--- src/lockin_pkg.sv ---
package lockin_pkg;

   // datapath widths
   localparam int SAMPLE_W   = 16;
   localparam int COEFF_W    = 26;
   localparam int COEFF_FRAC = 24;

   // Q1.15 adc sample or controller value
   typedef logic signed [SAMPLE_W-1:0] sample_t;
   // Q2.24 pi coefficient, range -2 .. 1.99999
   typedef logic signed [COEFF_W-1:0]  coeff_t;
   // offset-binary dac code
   typedef logic [15:0]                dac_word_t;
   // parameter register index
   typedef logic [7:0]                 cfg_idx_t;

   // codes that mark a clipped adc channel
   localparam sample_t SAT_POS = 16'h7FFF;
   localparam sample_t SAT_NEG = 16'h8000;

   // two's complement to offset binary
   localparam dac_word_t DAC_OFFSET = 16'h8000;

   // coefficients take two writes, msb half first
   localparam cfg_idx_t IDX_KP_MSB = 8'd0;
   localparam cfg_idx_t IDX_KP_LSB = 8'd1;
   localparam cfg_idx_t IDX_KI_MSB = 8'd2;
   localparam cfg_idx_t IDX_KI_LSB = 8'd3;

   // single write registers
   localparam cfg_idx_t IDX_SETPOINT       = 8'd4;
   localparam cfg_idx_t IDX_LIMIT_LO       = 8'd5;
   localparam cfg_idx_t IDX_LIMIT_HI       = 8'd6;
   localparam cfg_idx_t IDX_DISABLED_VALUE = 8'd7;

   // bits carried by the coefficient msb write
   localparam int COEFF_MSB_W = COEFF_W - 16;

endpackage
--- src/pi_param_if.sv ---
`timescale 1ns/1ns

interface pi_param_if import lockin_pkg::*; ();

   // gains, only picked up by the loop on their update pulse
   coeff_t  kp;
   coeff_t  ki;
   logic    kp_update;
   logic    ki_update;

   // levels, used by the loop as they are
   sample_t setpoint;
   sample_t limit_lo;
   sample_t limit_hi;
   sample_t disabled_value;

   // register bank side
   modport source (
      output kp, ki, kp_update, ki_update,
      output setpoint, limit_lo, limit_hi, disabled_value
   );

   // controller side
   modport sink (
      input kp, ki, kp_update, ki_update,
      input setpoint, limit_lo, limit_hi, disabled_value
   );

endinterface

--- src/tweezer_top.sv ---
`timescale 1ns/1ns

module tweezer_top import lockin_pkg::*; (
   input  logic        clk_50,
   input  logic        rst,
   input  sample_t     adc_ch_a,
   input  sample_t     adc_ch_b,
   input  sample_t     adc_ch_c,
   input  sample_t     adc_ch_d,
   input  logic        adc_valid,
   input  logic [1:0]  ch_sel,
   input  logic        pi_enable,
   input  logic        pi_reset,
   input  logic        cfg_wr,
   input  cfg_idx_t    cfg_idx,
   input  logic [15:0] cfg_data,
   output sample_t     pi_out,
   output logic        pi_valid,
   output logic [3:0]  sat_flags,
   output logic        dac_sclk,
   output logic        dac_cs_n,
   output logic [1:0]  dac_sdo
);

   // one adc per quadrant of the detector
   localparam int N_CHANNELS = 4;
   localparam int DAC_BITS   = 16;

   sample_t adc_data [N_CHANNELS];
   sample_t sample;
   logic    sample_valid;

   // ch_sel 0 picks channel a
   assign adc_data[0] = adc_ch_a;
   assign adc_data[1] = adc_ch_b;
   assign adc_data[2] = adc_ch_c;
   assign adc_data[3] = adc_ch_d;

   pi_param_if prm_if ();

   param_regs u_param_regs (
      .clk_50   (clk_50),
      .rst      (rst),
      .cfg_wr   (cfg_wr),
      .cfg_idx  (cfg_idx),
      .cfg_data (cfg_data),
      .prm      (prm_if.source)
   );

   adc_frontend #(.N_CHANNELS(N_CHANNELS)) u_adc_frontend (
      .clk_50       (clk_50),
      .rst          (rst),
      .adc_data     (adc_data),
      .adc_valid    (adc_valid),
      .ch_sel       (ch_sel),
      .sample       (sample),
      .sample_valid (sample_valid),
      .sat_flags    (sat_flags)
   );

   pi_controller u_pi_controller (
      .clk_50       (clk_50),
      .rst          (rst),
      .sample       (sample),
      .sample_valid (sample_valid),
      .pi_enable    (pi_enable),
      .pi_reset     (pi_reset),
      .prm          (prm_if.sink),
      .pi_out       (pi_out),
      .pi_valid     (pi_valid)
   );

   // sample still holds the value behind this pi_out
   dac_serializer #(.DAC_BITS(DAC_BITS)) u_dac_serializer (
      .clk_50   (clk_50),
      .rst      (rst),
      .pi_out   (pi_out),
      .sample   (sample),
      .pi_valid (pi_valid),
      .dac_sclk (dac_sclk),
      .dac_cs_n (dac_cs_n),
      .dac_sdo  (dac_sdo)
   );

endmodule

--- src/dac_serializer.sv ---
`timescale 1ns/1ns

module dac_serializer import lockin_pkg::*; #(
   parameter int DAC_BITS = 16
) (
   input  logic       clk_50,
   input  logic       rst,
   input  sample_t    pi_out,
   input  sample_t    sample,
   input  logic       pi_valid,
   output logic       dac_sclk,
   output logic       dac_cs_n,
   output logic [1:0] dac_sdo
);

   localparam int CNT_W = $clog2(DAC_BITS);

   typedef enum logic [1:0] {
      ST_IDLE,
      ST_SHIFT,
      ST_GAP
   } dac_state_t;

   dac_state_t          state;
   logic [CNT_W-1:0]    bit_cnt;
   logic [DAC_BITS-1:0] sh0;
   logic [DAC_BITS-1:0] sh1;
   dac_word_t           ch0_word;
   dac_word_t           ch1_word;

   // ch0 pi output, ch1 monitored input
   assign ch0_word = dac_word_t'(pi_out) + DAC_OFFSET;
   assign ch1_word = dac_word_t'(sample) + DAC_OFFSET;

   // both dacs share sclk and cs, msb first
   assign dac_sdo = {sh1[DAC_BITS-1], sh0[DAC_BITS-1]};

   always_ff @(posedge clk_50) begin
      if (rst) begin
         state    <= ST_IDLE;
         bit_cnt  <= '0;
         dac_cs_n <= 1'b1;
         dac_sclk <= 1'b0;
      end else begin
         case (state)
            ST_IDLE: begin
               // a result during a frame is simply lost
               if (pi_valid) begin
                  state    <= ST_SHIFT;
                  bit_cnt  <= '0;
                  dac_cs_n <= 1'b0;
               end
            end
            ST_SHIFT: begin
               dac_sclk <= ~dac_sclk;
               // data moves on the falling edge
               if (dac_sclk) begin
                  bit_cnt <= bit_cnt + 1'b1;
                  if (bit_cnt == CNT_W'(DAC_BITS - 1)) begin
                     state    <= ST_GAP;
                     dac_cs_n <= 1'b1;
                  end
               end
            end
            // one cycle with cs high between frames
            ST_GAP: begin
               state <= ST_IDLE;
            end
            default: begin
               state <= ST_IDLE;
            end
         endcase
      end
   end

   // left justified load, shift after each high sclk phase
   always_ff @(posedge clk_50) begin
      if (state == ST_IDLE && pi_valid) begin
         sh0 <= ch0_word[$bits(dac_word_t)-1 -: DAC_BITS];
         sh1 <= ch1_word[$bits(dac_word_t)-1 -: DAC_BITS];
      end else if (state == ST_SHIFT && dac_sclk) begin
         sh0 <= {sh0[DAC_BITS-2:0], 1'b0};
         sh1 <= {sh1[DAC_BITS-2:0], 1'b0};
      end
   end

endmodule

--- src/pi_controller.sv ---
`timescale 1ns/1ns

module pi_controller import lockin_pkg::*; (
   input  logic     clk_50,
   input  logic     rst,
   input  sample_t  sample,
   input  logic     sample_valid,
   input  logic     pi_enable,
   input  logic     pi_reset,
   pi_param_if.sink prm,
   output sample_t  pi_out,
   output logic     pi_valid
);

   // error is one bit wider than a sample
   localparam int ERR_W  = SAMPLE_W + 1;
   localparam int PROD_W = COEFF_W + ERR_W;
   // integrator holds the limits scaled by 2^COEFF_FRAC
   localparam int INT_W  = SAMPLE_W + COEFF_FRAC;
   // headroom for product plus integrator
   localparam int SUM_W  = PROD_W + 2;

   coeff_t                    kp_sh;
   coeff_t                    ki_sh;
   logic signed [INT_W-1:0]   integ;
   logic signed [ERR_W-1:0]   err;
   logic signed [PROD_W-1:0]  kp_prod;
   logic signed [PROD_W-1:0]  ki_prod;
   logic signed [SUM_W-1:0]   int_sum;
   logic signed [SUM_W-1:0]   int_lo;
   logic signed [SUM_W-1:0]   int_hi;
   logic signed [SUM_W-1:0]   int_next;
   logic signed [SUM_W-1:0]   out_sum;
   logic signed [SUM_W-1:0]   out_shift;
   sample_t                   out_clamp;

   // setpoint minus sample, no wrap
   assign err     = ERR_W'(prm.setpoint) - ERR_W'(sample);
   assign kp_prod = kp_sh * err;
   assign ki_prod = ki_sh * err;

   assign int_sum = SUM_W'(integ) + SUM_W'(ki_prod);
   assign int_lo  = SUM_W'(prm.limit_lo) <<< COEFF_FRAC;
   assign int_hi  = SUM_W'(prm.limit_hi) <<< COEFF_FRAC;

   // anti windup, integrator never leaves the output range
   always_comb begin
      if (pi_reset) begin
         // proportional term alone on a reset sample
         int_next = '0;
      end else if (int_sum > int_hi) begin
         int_next = int_hi;
      end else if (int_sum < int_lo) begin
         int_next = int_lo;
      end else begin
         int_next = int_sum;
      end
   end

   assign out_sum   = SUM_W'(kp_prod) + int_next;
   // back to Q1.15
   assign out_shift = out_sum >>> COEFF_FRAC;

   always_comb begin
      if (out_shift > SUM_W'(prm.limit_hi)) begin
         out_clamp = prm.limit_hi;
      end else if (out_shift < SUM_W'(prm.limit_lo)) begin
         out_clamp = prm.limit_lo;
      end else begin
         out_clamp = sample_t'(out_shift[SAMPLE_W-1:0]);
      end
   end

   always_ff @(posedge clk_50) begin
      if (rst) begin
         kp_sh    <= '0;
         ki_sh    <= '0;
         integ    <= '0;
         pi_out   <= '0;
         pi_valid <= 1'b0;
      end else begin
         // shadow gains swap only on the strobe
         if (prm.kp_update) begin
            kp_sh <= prm.kp;
         end
         if (prm.ki_update) begin
            ki_sh <= prm.ki;
         end
         pi_valid <= sample_valid;
         // cleared every cycle while held off or in reset
         if (!pi_enable || pi_reset) begin
            integ <= '0;
         end else if (sample_valid) begin
            integ <= int_next[INT_W-1:0];
         end
         if (sample_valid) begin
            pi_out <= pi_enable ? out_clamp : prm.disabled_value;
         end
      end
   end

endmodule

--- src/adc_frontend.sv ---
`timescale 1ns/1ns

module adc_frontend import lockin_pkg::*; #(
   parameter int N_CHANNELS = 4
) (
   input  logic                  clk_50,
   input  logic                  rst,
   input  sample_t               adc_data [N_CHANNELS],
   input  logic                  adc_valid,
   input  logic [1:0]            ch_sel,
   output sample_t               sample,
   output logic                  sample_valid,
   output logic [N_CHANNELS-1:0] sat_flags
);

   logic [N_CHANNELS-1:0] sat_now;

   // clipped channel sits at either rail code
   always_comb begin
      for (int i = 0; i < N_CHANNELS; i++) begin
         sat_now[i] = (adc_data[i] == SAT_POS) || (adc_data[i] == SAT_NEG);
      end
   end

   // flags follow the adc strobe, held in between
   always_ff @(posedge clk_50) begin
      if (rst) begin
         sample_valid <= 1'b0;
         sat_flags    <= '0;
      end else begin
         sample_valid <= adc_valid;
         if (adc_valid) begin
            sat_flags <= sat_now;
         end
      end
   end

   // channel fed to the loop
   always_ff @(posedge clk_50) begin
      if (adc_valid) begin
         sample <= adc_data[ch_sel];
      end
   end

endmodule

--- src/param_regs.sv ---
`timescale 1ns/1ns

module param_regs import lockin_pkg::*; (
   input  logic        clk_50,
   input  logic        rst,
   input  logic        cfg_wr,
   input  cfg_idx_t    cfg_idx,
   input  logic [15:0] cfg_data,
   pi_param_if.source  prm
);

   logic kp_lsb_wr;
   logic ki_lsb_wr;

   // lsb half completes a coefficient
   assign kp_lsb_wr = cfg_wr && (cfg_idx == IDX_KP_LSB);
   assign ki_lsb_wr = cfg_wr && (cfg_idx == IDX_KI_LSB);

   // update strobes line up with the new lsb half
   always_ff @(posedge clk_50) begin
      if (rst) begin
         prm.kp_update <= 1'b0;
         prm.ki_update <= 1'b0;
      end else begin
         prm.kp_update <= kp_lsb_wr;
         prm.ki_update <= ki_lsb_wr;
      end
   end

   always_ff @(posedge clk_50) begin
      if (rst) begin
         prm.kp             <= '0;
         prm.ki             <= '0;
         prm.setpoint       <= '0;
         // full scale until the host narrows it
         prm.limit_lo       <= 16'h8000;
         prm.limit_hi       <= 16'h7FFF;
         prm.disabled_value <= '0;
      end else if (cfg_wr) begin
         case (cfg_idx)
            // msb write carries only the low data bits
            IDX_KP_MSB: prm.kp[COEFF_W-1:16] <= cfg_data[COEFF_MSB_W-1:0];
            IDX_KP_LSB: prm.kp[15:0]         <= cfg_data;
            IDX_KI_MSB: prm.ki[COEFF_W-1:16] <= cfg_data[COEFF_MSB_W-1:0];
            IDX_KI_LSB: prm.ki[15:0]         <= cfg_data;
            IDX_SETPOINT: begin
               prm.setpoint <= sample_t'(cfg_data);
            end
            IDX_LIMIT_LO: begin
               prm.limit_lo <= sample_t'(cfg_data);
            end
            IDX_LIMIT_HI: begin
               prm.limit_hi <= sample_t'(cfg_data);
            end
            IDX_DISABLED_VALUE: begin
               prm.disabled_value <= sample_t'(cfg_data);
            end
            // unknown index, write dropped
            default: begin
            end
         endcase
      end
   end

endmodule

--- config.mk ---
export PLATFORM = sky130hd
export DESIGN_NAME = tweezer_top
export DESIGN_NICKNAME = d
export VERILOG_FILES = /design/src/lockin_pkg.sv /design/src/pi_param_if.sv /design/src/tweezer_top.sv /design/src/dac_serializer.sv /design/src/pi_controller.sv /design/src/adc_frontend.sv /design/src/param_regs.sv
export SDC_FILE = /design/constraint.sdc
export NUM_CORES = 2
export LEC_CHECK = 0
export BUFFER_PORTS_ARGS = -buffer_cell sky130_fd_sc_hd__buf_2
export CELL_PAD_IN_SITES_DETAIL_PLACEMENT = 0
export CELL_PAD_IN_SITES_GLOBAL_PLACEMENT = 1
export CORE_ASPECT_RATIO = 1.5
export CORE_MARGIN = 4
export CORE_UTILIZATION = 55
export CTS_CLUSTER_DIAMETER = 40
export DETAILED_ROUTE_END_ITERATION = 8
export HOLD_SLACK_MARGIN = 0.15
export PLACE_DENSITY_LB_ADDON = 0.1
export SLEW_MARGIN = 10
export SYNTH_ARGS = -nofsm -noshare
export SYNTH_HDL_FRONTEND = slang
export SYNTH_SLANG_ARGS = --single-unit
export TNS_END_PERCENT = 1
--- constraint.sdc ---
create_clock -name clk_50 -period 42.3 [get_ports clk_50]
set_input_delay 2.115 -clock clk_50 [delete_from_list [all_inputs] [get_ports clk_50]]
set_output_delay 2.115 -clock clk_50 [all_outputs]
set_load 0.005 [all_outputs]
[Yosys cells after proc, flatten, opt, wreduce, memory -nomap -nowiden]
Index checks and enable logic that the tools add are counted.
Operators by class
  add/sub/neg operators: 6
  $mul: 2
  $lt $le $gt $ge: 5
  equality and inequality tests: 20
  multiplexer cells: 24
  bitwise gates (word level): 2
  reduce and logical (&&, ||, !) cells: 26
Operator list (number)
  two-way mux 16 bit: 9
  two-way mux 45 bit: 3
  equality test 16 bit (second input constant): 8
  multiplier 26 x 17 -> 43 bit: 2
  adder 43 x 45 -> 45 bit: 1
  adder 40 x 43 -> 44 bit: 1
  > comparator 44 x 40 -> 1 bit: 1
  < comparator 44 x 40 -> 1 bit: 1
  adder 16 bit (second input constant): 2
  binary-select mux 16 bit (select 2 bit): 1
  equality test 8 x 3 -> 1 bit (second input constant): 4
  > comparator 21 x 16 -> 1 bit: 1
  < comparator 21 x 16 -> 1 bit: 1
  subtractor 16 x 16 -> 17 bit: 1
  equality test 8 x 2 -> 1 bit (second input constant): 2
  AND reduction 2 bit: 8
  equality test 8 x 1 -> 1 bit (second input constant): 1
  logical NOT 8 bit: 1
  two-way mux 4 bit: 2
  one-hot mux 4 bit (2 select lines): 1
  two-way mux 2 bit: 3
  AND reduction 3 bit: 2
  logical OR 1 bit: 5
  adder 4 x 1 -> 4 bit (second input constant): 1
  other kinds (16): 23
Word-level totals
  flip-flop bits (word level): 288
  input bits: 96
  output and inout bits: 25
  logic and storage cells: 109

[Longest topological paths before layout]
  word-level depth: 12
  mapped depth: 81
  depth with buffers taken out: 76

[Hierarchy]
Synthesis repeated with hierarchy kept, for this count alone.
Second synthesis, totals
  cell total of the unflattened synthesis: 5301
  area total of the unflattened synthesis: 49137.1 um2
Modules (own cells, without submodules)
  pi_controller: times used 1, cells an instance 4612, area an instance 41412.2 um2, seq. area each 2182.1 um2
  param_regs: times used 1, cells an instance 431, area an instance 4723.3 um2, seq. area each 2362.3 um2
  dac_serializer: times used 1, cells an instance 167, area an instance 1700.4 um2, seq. area each 1121.1 um2
  adc_frontend: times used 1, cells an instance 91, area an instance 1301.2 um2, seq. area each 580.6 um2

[Least setup slack after synthesis]
No wires, ideal clock.
  path kind: reg2reg
  start point: register u_param_regs.prm.setpoint[0]
  end point: register u_pi_controller.pi_out[5]
  library setup time: 0.129 ns
  data arrival time: 18.545 ns
  data required time: 42.171 ns
  path slack: 23.626 ns
  cell stages (with the launch flop): 76
  period minus slack after synthesis: 18.674 ns
  path through: dfxtp_1 -> inv_1 -> ha_1 -> inv_1 -> fa_1 -> a21o_1 -> a21oi_1 -> o21bai_1 -> a21oi_1 -> o21ai_0 -> a41oi_1 -> a2111oi_0 -> o21ai_0 -> a21o_1 -> clkinv_1 -> clkbuf_1 -> nor2_1 -> fa_1 -> [... 40 more ...] -> or4b_1 -> a211o_1 -> and3_1 -> nand2b_1 -> nand2_1 -> xor2_1 -> ha_1 -> a21o_1 -> a21o_1 -> a21o_1 -> a2111oi_0 -> o31a_1 -> nand3_1 -> o211ai_1 -> clkbuf_1 -> mux2_1 -> a21oi_1 -> nor3_1
Between the ends
  cells in the longest elaborated chain, start to end: 12
  elaborated cells between the ends (all ways): 15
  classes of those cells: add/sub: 3; mul: 2; order compare: 4; mux: 6
RTL lines
  start, declared: line pi_param_if.sv:20  | output setpoint, limit_lo, limit_hi, disabled_value
  start signal, assigned: line param_regs.sv:47  | prm.setpoint <= sample_t'(cfg_data);
  subtractor 16 x 16 -> 17 bit *: line pi_controller.sv:38  | assign err = ERR_W'(prm.setpoint) - ERR_W'(sample);
  multiplier 26 x 17 -> 43 bit: line pi_controller.sv:40  | assign ki_prod = ki_sh * err;
  adder 40 x 43 -> 44 bit: line pi_controller.sv:42  | assign int_sum = SUM_W'(integ) + SUM_W'(ki_prod);
  < comparator 44 x 40 -> 1 bit: line pi_controller.sv:53  | end else if (int_sum < int_lo) begin
  two-way mux 45 bit: line pi_controller.sv:53
  two-way mux 45 bit: line pi_controller.sv:51  | end else if (int_sum > int_hi) begin
  two-way mux 45 bit: line pi_controller.sv:48  | if (pi_reset) begin
  adder 43 x 45 -> 45 bit *: line pi_controller.sv:60  | assign out_sum = SUM_W'(kp_prod) + int_next;
  < comparator 21 x 16 -> 1 bit: line pi_controller.sv:67  | end else if (out_shift < SUM_W'(prm.limit_lo)) begin
  two-way mux 16 bit: line pi_controller.sv:67
  two-way mux 16 bit *: line pi_controller.sv:65  | if (out_shift > SUM_W'(prm.limit_hi)) begin
  two-way mux 16 bit *: line pi_controller.sv:97  | pi_out <= pi_enable ? out_clamp : prm.disabled_value;
  end signal, assigned: line pi_controller.sv:97
  end, declared: line pi_controller.sv:11  | output sample_t pi_out,
Mark *: on every way between the ends. The rest lies on a longest branch, timed or not.
A chain may end at the register's enable or synchronous reset.

[Final worst setup path]
  start point: register u_param_regs.prm.setpoint[0]
  end point: register u_pi_controller.pi_out[1]
The elaborated chain is that of the path after synthesis.

==> metrics.csv <==
stage;metric;value;unit
worst_setup_path;startpoint_type;flip-flop;
synth;ys_ff_latch;288;
clock_tree;cts_max_path_buffers;3;
drt;routed_wirelength;139;mm
final_layout;layout-drive-gt1-share;6.42;%
placement;io_buffers;120;
synth;avgSynthCellArea;9.04;sq um
final_layout;seqCellArea;6250;sq um
final_layout;nets;6791;
synth;synth_common_cells;1,129 x inv_1, 984 x fa_1, 850 x nand2_1, 336 x ha_1, 269 x and2_1;
timing;rsz0062_at_grt;false;
synth;synth_ff_type;dfxtp_1;
synth;ys_top_cells_by_area;fa_1 40%, dfxtp_1 9.8%, inv_1 8.6%, ha_1 8.6%, nand2_1 6.5%;
timing;finalCritPeriodShare;50.6;%
synth;yosys.area.top_type_share;40.2;%
power_and_ir_drop;leakage;24.0;nW
synth;netlist_area;49000;sq um
timing;fin_skew;0.0907;ns
power_and_ir_drop;vdd_drop_max;0.0383;mV
die;die_h;374;um
clock_tree;cts_root_buf;clkbuf_16;
worst_setup_path;r2r_cells;69;
clock_tree;cts_max_level;2;
global_routing;grt_pass1_vias;38900;
die;die_x;252;um
clock_tree;cts.repair.resized;0;
outcome;status;complete, no violations;
global_routing;grt-ovfl-total;0;
drt;wire_per_inst;21.2;um
synth;synth_edf_count;48;
drt;drt-initial-drc-count;1982;
timing;setup_viol;0;
timing;maxSlewViolCount;0;
synth;ys_warn_count;0;
worst_setup_path;crit_type;flip-flop to flip-flop;
power_and_ir_drop;powerDensity;21.2;nW/um^2
timing;period_minus_slack;21.41;ns
min_path;holdPathStages;2;
final_layout;area_growth_syn_to_layout;7.07;%
global_routing;antenna_found_initial;4;
synth;yosysSeqAreaShare;12.7;%
placement;gp_congestion;0.958;
synth;async_flop_share;0;%
clock_tree;hold_buffers;0;
clock_tree;cts.sinks;288;
clock_tree;cts_made_buffers;54;
power_and_ir_drop;p_total;0.00111;W
drt;drcViolationCount;0;
die;die_area;94100;sq um
synth;synth_cell_types;84;
clock_tree;tritoncts;built;
timing;fmax;46.7;MHz
clock_tree;clk_latency;0.63;ns
die;core;88000;sq um
drt;firstDrtPassIters;5;
clock_tree;path_clk_slew;0.06;ns
final_layout;nFillCells;7950;
worst_setup_path;required;42.83;ns
drt;ant_nets;0;
worst_setup_path;cp_slowest_cell;o311ai_0;
die;rows;133;
drt;route.vias.total;36900;
drt;via_per_inst;5.62;
run;cap_violations;0;
worst_setup_path;cp-end-kind;flip-flop;
die;initial_core_util;55.7;%
worst_setup_path;slowest_delay;0.99;ns
global_routing;grt.total_usage;30.2;%
timing;relSlewSlack;18.4;%
synth;synth_most_common_cell;inv_1;
worst_setup_path;cpMostUsedCell;fa_1;
final_layout;multi_input_area;37700;sq um
global_routing;grt_pass1_wl;220;mm
synth;yosysTopAreaCell;fa_1;
timing;worst_pin_slew;1.21;ns
timing;setup_tns;0;ns
global_routing;grt_start_max_net_pins;93;
synth;synth_nets;6841;
clock_tree;cts_setup_buffers;0;
worst_setup_path;cp_max_fo;24;
placement;post-dp-hpwl;110;mm
worst_setup_path;worstPathArrival;21.94;ns
timing;final_hold_viol_count;0;
die;ios;121;
min_path;worstHoldPathType;flip-flop to flip-flop;
synth;synthCells;5425;
## stage by stage
step	worst slack (ns)	instances	utilization (%)	cell area, sq um	hold WS [ns]
2_1_floorplan	23.63	5425	-	49000	0.436
3_3_place_gp	21.66	6466	57.4	50600	0.441
3_5_place_dp	21.21	6466	57.4	50600	0.446
4_1_cts	21.14	6567	59.6	52500	0.428
5_1_grt	19.68	6569	59.6	52500	0.467
6_report	20.89	6569	59.6	52500	0.453
## registers in the layout, indices dropped and copies added, names as in the netlist, 2 cells and up
| signal | cells |
|---|---|
| u_pi_controller.ki_sh | 26 |
| u_pi_controller.kp_sh | 26 |
| u_adc_frontend.sample | 16 |
| u_dac_serializer.sh0 | 16 |
| u_adc_frontend.sat_flags | 4 |
| u_dac_serializer.bit_cnt | 4 |
| u_param_regs.prm.limit_lo | 16 |
| u_pi_controller.pi_out | 16 |
| u_param_regs.prm.limit_hi | 16 |
| u_dac_serializer.sh1 | 16 |
| u_param_regs.prm.kp | 26 |
| u_param_regs.prm.setpoint | 16 |
| u_dac_serializer.state | 2 |
| u_pi_controller.integ | 40 |
| u_param_regs.prm.ki | 26 |
| u_param_regs.prm.disabled_value | 16 |
## kinds of logic (layout without fill, tap and decap cells)
group,after synthesis,in the layout,share of synthesized area (%)
simple gates,1678,1678,16.1
fa+ha+maj,1320,1320,48.8
flops,288,288,12.7
compound gates,504,504,6.73
buf+inv,1406,1401,10.8
other cells,0,2,0
mux,138,138,3.29
xor+xnor,91,91,1.63
## placed cells by master (no fill, tap or decap), drive strengths merged, types with 11 or more instances in the layout
master,count
a211oi,29
a21o,61
a21oi,176
a22o,25
a311oi,12
a31oi,14
a32oi,13
and2,270
and3,23
buf,169
clkbuf,70
clkinv,11
dfxtp,240
edfxtp,48
fa,984
ha,336
inv,1141
mux2,27
mux2i,95
mux4,16
nand2,850
nand2b,72
nand3,58
nand3b,18
nand4,45
nor2,203
nor2b,37
nor3,36
nor4,19
o211ai,12
o21a,22
o21ai,70
xnor2,57
xor2,34
## path summary, 6_finish.rpt
| kind | start | end | slack [ns] |
|---|---|---|---|
| setup reg to reg | u_param_regs.prm.setpoint[0]$_SDFFE_PP0P_ | u_pi_controller.pi_out[1]$_SDFFE_PP0P_ | 20.89 |
| hold / removal | u_param_regs.prm.ki[21]$_SDFFE_PP0P_ | u_pi_controller.ki_sh[21]$_SDFFE_PP0P_ | 0.45 |
| hold reg to reg | u_param_regs.prm.ki[21]$_SDFFE_PP0P_ | u_pi_controller.ki_sh[21]$_SDFFE_PP0P_ | 0.45 |
| setup / recovery | u_param_regs.prm.setpoint[0]$_SDFFE_PP0P_ | u_pi_controller.pi_out[1]$_SDFFE_PP0P_ | 20.89 |
## final cells by class
type,instances,share of cell area [%]
multi-input combinational,3731,71.7
sequential,288,11.9
inverter,1131,8.09
clock buffer,70,2.90
tap,1147,2.73
timing repair buffer,169,1.86
clock inverter,31,0.787
antenna,2,0.00953
## power breakdown
part	internal [W]	total (W)	switching (W)
Sequential	0.000285	0.000289	0.00000378
Combinational	0.000131	0.000369	0.000238
Clock	0.000294	0.000457	0.000163
Total	0.000709	0.00111	0.000405
## critical path, delay by kind of cell, from the launching register on
family	cells	cell delay, ns
flops	1	0.31
simple gates	15	4.21
compound gates	25	6.53
fa+ha+maj	18	7.89
xor+xnor	1	0.65
buf+inv	10	1.69
## per-layer routing
layer / up-vias / routed length (um) / GRT usage, %
met5: - / 0 / 0
met2: 970 / 74500 / 55.5
li1: 16500 / - / -
met1: 19100 / 51700 / 36.3
met4: 0 / 7070 / 11.9
met3: 293 / 6230 / 2.99
(Power assumes the default switching activity.)
